$ cat src/router_pkg.sv
// Shared types for the five-port mesh router
// Packet layout, link channel, port numbering, and the XY routing
// and hop update helpers used by RTL and the testbench model
package router_pkg;

    localparam int NUM_PORTS = 5;
    localparam int NUM_VCS   = 2;    // Even and odd

    typedef logic [2:0]           port_idx_t;
    typedef logic [NUM_PORTS-1:0] port_mask_t;   // One bit per port
    typedef logic [3:0]           hop_t;
    typedef logic                 vc_t;          // 0 even, 1 odd
    typedef logic [47:0]          payload_t;

    localparam port_idx_t PORT_PE = 3'd0;
    localparam port_idx_t PORT_N  = 3'd1;
    localparam port_idx_t PORT_E  = 3'd2;
    localparam port_idx_t PORT_S  = 3'd3;
    localparam port_idx_t PORT_W  = 3'd4;

    // 64-bit single-flit packet, top bit first
    typedef struct packed {
        logic       rsvd_top;
        logic       x_sign;      // 0 east, 1 west
        logic       y_sign;      // 0 north, 1 south
        logic [4:0] rsvd;
        hop_t       x_hops;
        hop_t       y_hops;
        payload_t   payload;
    } packet_t;

    // One direction of a link
    typedef struct packed {
        logic    send;
        packet_t data;
    } link_t;

    // XY routing, X first then Y, PE once both counts reach zero
    function automatic port_idx_t route_dir(input packet_t pkt);
        port_idx_t dir;
        if (pkt.x_hops != '0) begin
            dir = pkt.x_sign ? PORT_W : PORT_E;
        end else if (pkt.y_hops != '0) begin
            dir = pkt.y_sign ? PORT_S : PORT_N;
        end else begin
            dir = PORT_PE;
        end
        return dir;
    endfunction

    // One hop consumed on the dimension being routed
    function automatic packet_t hop_decrement(input packet_t pkt);
        packet_t res;
        res = pkt;
        if (pkt.x_hops != '0) begin
            res.x_hops = pkt.x_hops - hop_t'(1);
        end else if (pkt.y_hops != '0) begin
            res.y_hops = pkt.y_hops - hop_t'(1);
        end
        return res;
    endfunction

endpackage

$ cat src/rr_arbiter.sv
// Round-robin arbiter
// Searches from a rotating pointer; the pointer only moves past the
// winner when more than one line was requesting
`timescale 1ns/100ps

module rr_arbiter #(
    parameter int N = 5
) (
    input  logic         clk,
    input  logic         reset,
    input  logic         enable,   // Target slot is free
    input  logic [N-1:0] req,
    output logic [N-1:0] grant
);

    localparam int PTR_W = (N > 1) ? $clog2(N) : 1;

    logic [PTR_W-1:0] ptr;
    logic [PTR_W-1:0] winner;
    logic             found;
    logic             multi_req;

    assign multi_req = (req & (req - 1'b1)) != '0;   // At least two lines set

    always_comb begin
        int idx;
        grant  = '0;
        winner = ptr;
        found  = 1'b0;
        for (int k = 0; k < N; k++) begin
            idx = (int'(ptr) + k) % N;
            if (!found && req[idx]) begin
                found  = 1'b1;
                winner = PTR_W'(idx);
            end
        end
        if (enable && found)
            grant[winner] = 1'b1;
    end

    always_ff @(posedge clk) begin
        if (reset) begin
            ptr <= '0;
        end else if (|grant && multi_req) begin
            ptr <= (winner == PTR_W'(N - 1)) ? '0 : winner + 1'b1;  // Wrap at N
        end
    end

    a_grant_onehot: assert property (@(posedge clk) disable iff (reset)
        $onehot0(grant) && ((grant & ~req) == '0))
        else $error("rr_arbiter: grant %b not one-hot or not requested (req %b)", grant, req);

endmodule

$ cat src/noc_input_bank.sv
// Router input bank
// Holds the VC polarity, one slot per port and VC, takes link packets
// on the external VC and builds the XY request matrix on the internal VC
`timescale 1ns/100ps

module noc_input_bank (
    input  logic                                          clk,
    input  logic                                          reset,
    input  router_pkg::link_t    [router_pkg::NUM_PORTS-1:0] in_link,
    output router_pkg::port_mask_t                        in_ready,
    input  router_pkg::port_mask_t [router_pkg::NUM_PORTS-1:0] grant,
    output router_pkg::vc_t                               polarity,
    output router_pkg::packet_t  [router_pkg::NUM_PORTS-1:0] head_pkt,
    output router_pkg::port_mask_t [router_pkg::NUM_PORTS-1:0] req
);

    router_pkg::vc_t        ext_vc;
    router_pkg::packet_t    slot_pkt [router_pkg::NUM_PORTS][router_pkg::NUM_VCS];
    logic [router_pkg::NUM_VCS-1:0] slot_full [router_pkg::NUM_PORTS];
    router_pkg::port_mask_t wr_en;
    router_pkg::port_mask_t grant_any;
    router_pkg::port_mask_t grant_col [router_pkg::NUM_PORTS];  // Outputs granting input i

    assign ext_vc = ~polarity;   // Link-facing VC

    always_ff @(posedge clk) begin
        if (reset)
            polarity <= 1'b0;
        else
            polarity <= ~polarity;
    end

    // Link side
    always_comb begin
        for (int i = 0; i < router_pkg::NUM_PORTS; i++) begin
            in_ready[i] = ~slot_full[i][ext_vc];
            wr_en[i]    = in_link[i].send & in_ready[i];
        end
    end

    // Transpose grants so each input sees which outputs took it
    always_comb begin
        for (int i = 0; i < router_pkg::NUM_PORTS; i++) begin
            for (int o = 0; o < router_pkg::NUM_PORTS; o++)
                grant_col[i][o] = grant[o][i];
            grant_any[i] = |grant_col[i];
        end
    end

    // Accept and release never touch the same VC
    always_ff @(posedge clk) begin
        if (reset) begin
            for (int i = 0; i < router_pkg::NUM_PORTS; i++)
                slot_full[i] <= '0;
        end else begin
            for (int i = 0; i < router_pkg::NUM_PORTS; i++) begin
                if (wr_en[i])
                    slot_full[i][ext_vc] <= 1'b1;
                if (grant_any[i])
                    slot_full[i][polarity] <= 1'b0;   // Moved to an output slot
            end
        end
    end

    always_ff @(posedge clk) begin
        for (int i = 0; i < router_pkg::NUM_PORTS; i++) begin
            if (wr_en[i])
                slot_pkt[i][ext_vc] <= in_link[i].data;
        end
    end

    // Head packets and routing requests on the internal VC
    always_comb begin
        for (int o = 0; o < router_pkg::NUM_PORTS; o++)
            req[o] = '0;
        for (int i = 0; i < router_pkg::NUM_PORTS; i++) begin
            head_pkt[i] = slot_pkt[i][polarity];
            if (slot_full[i][polarity])
                req[router_pkg::route_dir(slot_pkt[i][polarity])][i] = 1'b1;
        end
    end

    for (genvar i = 0; i < router_pkg::NUM_PORTS; i++) begin : g_chk
        // A full slot keeps its packet until it is released
        for (genvar v = 0; v < router_pkg::NUM_VCS; v++) begin : g_vc
            a_no_overwrite: assert property (@(posedge clk) disable iff (reset)
                slot_full[i][v] |=> $stable(slot_pkt[i][v]))
                else $error("noc_input_bank: slot %0d VC %0d written while full", i, v);
        end

        // Only full slots get granted, and by a single output
        a_grant_valid: assert property (@(posedge clk) disable iff (reset)
            grant_any[i] |-> slot_full[i][polarity] && $onehot0(grant_col[i]))
            else $error("noc_input_bank: bad grant %b for input %0d", grant_col[i], i);
    end

endmodule

$ cat src/noc_output_port.sv
// Router output port
// Two VC slots, one round-robin arbiter per VC, hop update on the way
// in and the link strobe on the way out
`timescale 1ns/100ps

module noc_output_port #(
    parameter bit IS_LOCAL = 1'b0   // PE output keeps hop counts
) (
    input  logic                                          clk,
    input  logic                                          reset,
    input  router_pkg::vc_t                               polarity,
    input  router_pkg::packet_t  [router_pkg::NUM_PORTS-1:0] head_pkt,
    input  router_pkg::port_mask_t                        req,
    output router_pkg::port_mask_t                        grant,
    input  logic                                          out_ready,
    output router_pkg::link_t                             out_link
);

    router_pkg::vc_t        ext_vc;
    router_pkg::packet_t    slot_pkt [router_pkg::NUM_VCS];
    logic [router_pkg::NUM_VCS-1:0] slot_full;
    router_pkg::port_mask_t vc_grant [router_pkg::NUM_VCS];
    router_pkg::packet_t    sel_pkt;
    router_pkg::packet_t    load_pkt;

    assign ext_vc = ~polarity;

    // Only the internal VC arbitrates, and only into an empty slot
    for (genvar v = 0; v < router_pkg::NUM_VCS; v++) begin : g_vc
        rr_arbiter #(
            .N (router_pkg::NUM_PORTS)
        ) u_arb (
            .clk    (clk),
            .reset  (reset),
            .enable (polarity == router_pkg::vc_t'(v) && !slot_full[v]),
            .req    (req),
            .grant  (vc_grant[v])
        );
    end

    assign grant = vc_grant[polarity];

    always_comb begin
        sel_pkt = '0;
        for (int i = 0; i < router_pkg::NUM_PORTS; i++) begin
            if (grant[i])
                sel_pkt = head_pkt[i];
        end
        load_pkt = IS_LOCAL ? sel_pkt : router_pkg::hop_decrement(sel_pkt);
    end

    // Load on internal VC, drain on external VC
    always_ff @(posedge clk) begin
        if (reset) begin
            slot_full <= '0;
        end else begin
            if (|grant)
                slot_full[polarity] <= 1'b1;
            if (out_link.send)
                slot_full[ext_vc] <= 1'b0;
        end
    end

    always_ff @(posedge clk) begin
        if (|grant)
            slot_pkt[polarity] <= load_pkt;
    end

    assign out_link.send = slot_full[ext_vc] & out_ready;
    assign out_link.data = slot_pkt[ext_vc];   // Shown even when not sending

    a_no_grant_full: assert property (@(posedge clk) disable iff (reset)
        |grant |-> !slot_full[polarity])
        else $error("noc_output_port: grant %b into full slot on VC %0d", grant, polarity);

endmodule

$ cat src/noc_router.sv
// Five-port mesh router top
// One input bank feeding five output ports; grants return to the bank
// so the granted input slots are released on the same edge
`timescale 1ns/100ps

module noc_router (
    input  logic                                          clk,
    input  logic                                          reset,
    output router_pkg::vc_t                               polarity,
    input  router_pkg::link_t    [router_pkg::NUM_PORTS-1:0] in_link,
    output router_pkg::port_mask_t                        in_ready,
    output router_pkg::link_t    [router_pkg::NUM_PORTS-1:0] out_link,
    input  router_pkg::port_mask_t                        out_ready
);

    router_pkg::packet_t    [router_pkg::NUM_PORTS-1:0] head_pkt;   // Internal VC heads
    router_pkg::port_mask_t [router_pkg::NUM_PORTS-1:0] req;        // Indexed by output
    router_pkg::port_mask_t [router_pkg::NUM_PORTS-1:0] grant;      // Indexed by output

    noc_input_bank u_in_bank (
        .clk      (clk),
        .reset    (reset),
        .in_link  (in_link),
        .in_ready (in_ready),
        .grant    (grant),
        .polarity (polarity),
        .head_pkt (head_pkt),
        .req      (req)
    );

    // Port 0 is the PE, the rest are mesh links
    for (genvar o = 0; o < router_pkg::NUM_PORTS; o++) begin : g_out
        noc_output_port #(
            .IS_LOCAL (o == int'(router_pkg::PORT_PE))
        ) u_out (
            .clk       (clk),
            .reset     (reset),
            .polarity  (polarity),
            .head_pkt  (head_pkt),
            .req       (req[o]),
            .grant     (grant[o]),
            .out_ready (out_ready[o]),
            .out_link  (out_link[o])
        );
    end

endmodule

$ cat config.mk
export PLATFORM = sky130hd
export DESIGN_NAME = noc_router
export DESIGN_NICKNAME = d
export VERILOG_FILES = /design/src/router_pkg.sv /design/src/rr_arbiter.sv /design/src/noc_input_bank.sv /design/src/noc_output_port.sv /design/src/noc_router.sv
export SDC_FILE = /design/constraint.sdc
export NUM_CORES = 2
export LEC_CHECK = 0
export BUFFER_PORTS_ARGS = -buffer_cell sky130_fd_sc_hd__buf_4
export CAP_MARGIN = 20
export CORE_MARGIN = 3
export CORE_UTILIZATION = 40
export DETAILED_ROUTE_END_ITERATION = 6
export PLACE_DENSITY = 0.56
export SKIP_LAST_GASP = 1
export SYNTH_ARGS = -nofsm -noshare
export SYNTH_HDL_FRONTEND = slang
export SYNTH_SLANG_ARGS = --single-unit
$ cat constraint.sdc
create_clock -name clk -period 11.51 [get_ports clk]
set_clock_uncertainty 0.15 [all_clocks]
set_input_delay 1.7265 -clock clk [delete_from_list [all_inputs] [get_ports clk]]
set_output_delay 1.7265 -clock clk [all_outputs]
set_load 0.01 [all_outputs]
==> qor.yml <==
dp.cells: 9259
combPwrFrac_pct: 55.7
clk_transition_reported_paths_ns: 0.06
multiInputGateArea_um2: 34300
die_h_um: 441.5
fin_crit_ns: 9.264
setup_violations: 0
worst_slew_pin_slew_ns: 1.262
final_nets: 7472
h-tree-depth: 4
vias: 60900
synth-async-reset-ratio_pct: 0
seq_area_um2: 39540
ys_top_cells_by_area: "edfxtp_1 51%, mux2_2 8.0%, mux2i_1 4.9%"
cts_setup_buffers: 0
r2r_cells: 27
wl_mm: 315.2
drv_slew: 0
cts_buffers: 149
cts_buffer_depth: 3
post_cts_resized: 0
r2r_start: "g_out[2].u_out.g_vc[0].u_arb.ptr[0]"
post_drt_via_cell_ratio: 6.370
max-vdd-ir-drop_uv: 649.3
netlist_area_um2: 75870
period_share_pct: 80.48
cp-end-kind: "register"
synth_top_area_share_pct: 50.98
swShare_pct: 45.82
max_slew_margin_pct: 14.97
cap_violations: 0
clockRootBuffer: "clkbuf_16"
required_ns: 11.89
areaGrowthSynthToFinish_pct: 17.19
violations: "DRC"
outcome: "finished, violations left"
crit_fanout: 59
syn_avg_cell_area_um2: 11.97
die_area_um2: 194900
grt_pass1_wl_mm: 433.9
port_buffers: 662
startpoint_type: "register"
hp-class: "register to register"
seqPwrFrac_pct: 27.9
p_leak_nw: 31.90
wl_per_cell_um: 32.97
start_util_pct: 40.31
cts_tree: "yes"
criticalPathCategory: "register to register"
die_w_um: 441.5
clkSinkCount: 1331
p_per_area_nw_per_um2: 333.5
grt_pass1_vias: 57360
drc: 5
synth_cell_types: 147
crit_arrival_ns: 9.64
drive_gt1_share_pct: 25.21
hold_viol: 0
synth_edf_count: 1288
ant_nets: 0
antenna_found_initial: 52
drtPass1Iterations: 7
p_switching_mw: 13.58
holdWs_ns: 0.3588
setup_tns_ns: 0
crit_slowest_cell: "buf_4"
clk_latency_ns: 0.85
instances_no_fill: 9561
place.gp.congestion: 0.9434
core_region_area_um2: 188200
pin_count: 663
ys_warn_count: 0
cp_common_cell: "inv_1"
reg2reg_to: "u_in_bank.slot_full[3][0]"
max_freq_mhz: 107.9
fillers: 17090
hold_buffers: 0
holdCritStartpoint: "g_out[3].u_out.slot_full[1]"
rrSetupSlack_ns: 2.25
grt_max_degree: 151
min_path_cells: 2
first_iter_violations: 8197
synth_top_cell_by_area: "edfxtp_1"
synth_flop_cell: "edfxtp_1"
row_count: 159
p_int_mw: 16.07
rsz0062_at_grt: "no"
grt_use_total_pct: 31.23
p_clk_share_pct: 16.3
synth_seq_area_share_pct: 52.12
whs_endpoint: "g_out[3].u_out.slot_full[1]"
hpwl_mm: 222.1
max_stage_delay_ns: 0.77
ys_seq_elements: 1331
overflow: 0
syn_inst: 6336
worst max-delay path, delay by kind of cell (launching register included):
family / cells / cell delay, ns
AO/OA/AOI/OAI: 6 / 1.80
adder cells (fa/ha/maj): 3 / 1.20
XOR/XNOR: 1 / 0.24
AND/OR/NAND/NOR: 8 / 2.31
flip-flops: 1 / 0.30
buffers and inverters: 8 / 2.59
multiplexers: 1 / 0.21
routing by layer:
| layer | track usage [%] | wire, um | share of wire (%) | vias up |
|---|---|---|---|---|
| met1 | 42.58 | 130600 | 41 | 30490 |
| met2 | 45.36 | 134000 | 43 | 3478 |
| met5 | 0 | 89 | 0.028 | - |
| li1 | - | - | - | 26190 |
| met4 | 16.55 | 18110 | 5.7 | 12 |
| met3 | 8.267 | 32390 | 10 | 730 |
registers in the layout (all words and copies together) (netlist names):
register                    cells
g_out.u_out.slot_pkt          640
u_in_bank.slot_pkt            640
g_out.u_out.g_vc.u_arb.ptr     30
g_out.u_out.slot_full          10
u_in_bank.slot_full            10
u_in_bank.polarity              1
synthesized netlist by cell type, types with 41 or more instances:
cell / count
a211oi_1: 81
a21oi_1: 294
a221oi_1: 96
a22oi_1: 162
buf_1: 63
buf_2: 80
clkbuf_1: 229
dfxtp_1: 43
edfxtp_1: 1288
ha_1: 220
inv_1: 214
mux2_2: 537
mux2i_1: 374
nand2_1: 305
nand2b_1: 77
nand3_1: 93
nor2_1: 257
nor2b_1: 61
nor3_1: 77
o211ai_1: 78
o21a_1: 41
o21ai_0: 469
o221ai_1: 75
o22ai_1: 56
or3_1: 41
xnor2_1: 76
power groups by stage:
stage	Sequential (mW)	Combinational [mW]	Clock (mW)
floorplan	8.31	10.1	0
global placement	8.33	15.8	0
detailed placement	8.37	16.0	0
CTS	8.27	16.1	4.90
global route	8.35	17.4	5.09
finish	8.28	16.5	4.84
worst max path at each step:
stage | depth (start not counted) | startpoint | endpoint
2_1_floorplan | 26 | g_out[0].u_out.g_vc[0].u_arb.ptr[0] | g_out[0].u_out.slot_pkt[0][16]
3_3_place_gp | 27 | g_out[2].u_out.g_vc[0].u_arb.ptr[0] | u_in_bank.slot_full[3][0]
3_5_place_dp | 27 | g_out[2].u_out.g_vc[0].u_arb.ptr[0] | u_in_bank.slot_full[3][0]
4_1_cts | 27 | g_out[2].u_out.g_vc[0].u_arb.ptr[0] | u_in_bank.slot_full[3][0]
5_1_grt | 27 | g_out[2].u_out.g_vc[0].u_arb.ptr[0] | u_in_bank.slot_full[3][0]
6_report | 27 | g_out[2].u_out.g_vc[0].u_arb.ptr[0] | u_in_bank.slot_full[3][0]
area by class of cell:
type | instances | area share (%)
Timing Repair Buffer | 790 | 6.741
Clock buffer | 179 | 4.378
Antenna cell | 25 | 0.07037
Inverter | 238 | 1.029
Tap cell | 2495 | 3.511
Multi-Input combinational cell | 4408 | 38.58
Clock inverter | 95 | 1.213
Sequential cell | 1331 | 44.48
layout by cell type (no fill, tap or decap), types with 25 or more instances in the layout:
master	n
edfxtp_1	1288
buf_4	783
mux2_2	537
o21ai_0	468
mux2i_1	374
nand2_1	305
a21oi_1	294
nor2_1	256
ha_1	220
inv_1	209
a22oi_1	162
clkbuf_16	150
a221oi_1	96
nand3_1	93
a211oi_1	81
o211ai_1	78
nand2b_1	77
xnor2_1	76
nor3_1	75
o221ai_1	75
nor2b_1	61
o22ai_1	51
dfxtp_1	42
or3_1	41
o21a_1	40
and2_1	39
a222oi_1	39
nor4_1	37
a21o_1	37
a31oi_1	36
clkinv_1	35
o2111ai_1	32
clkinv_2	28
conb_1	28
a2111oi_0	27
a211o_1	26
clkbuf_1	26
diode_2	25
cells by family (layout without fill, tap and decap cells):
group	count (synthesis)	in the layout	share of synthesized area (%)
AOI/OAI and AO/OA	1918	1918	17.90
DFF	1331	1331	52.12
and+or+nand+nor	1224	1224	8.589
muxes	926	926	13.28
buffers and inverters	623	1302	3.330
adders and majority gates	223	223	3.694
xor gates and xnor gates	89	89	1.082
other	2	53	0.009899
per-stage QoR:
step                setup WS (ns)  utilization [%]  power, mW  instance area (um2)
finish                      2.246            47.24      29.65                88910
global route                1.636            47.23      30.89                88890
CTS                         2.372            47.20      29.25                88820
detailed placement          2.418            44.55      24.37                83850
global placement            2.558            44.55      24.11                83840
floorplan                  0.6136                -      18.46                75960
Note: power is estimated with default switching activity, not from simulation.
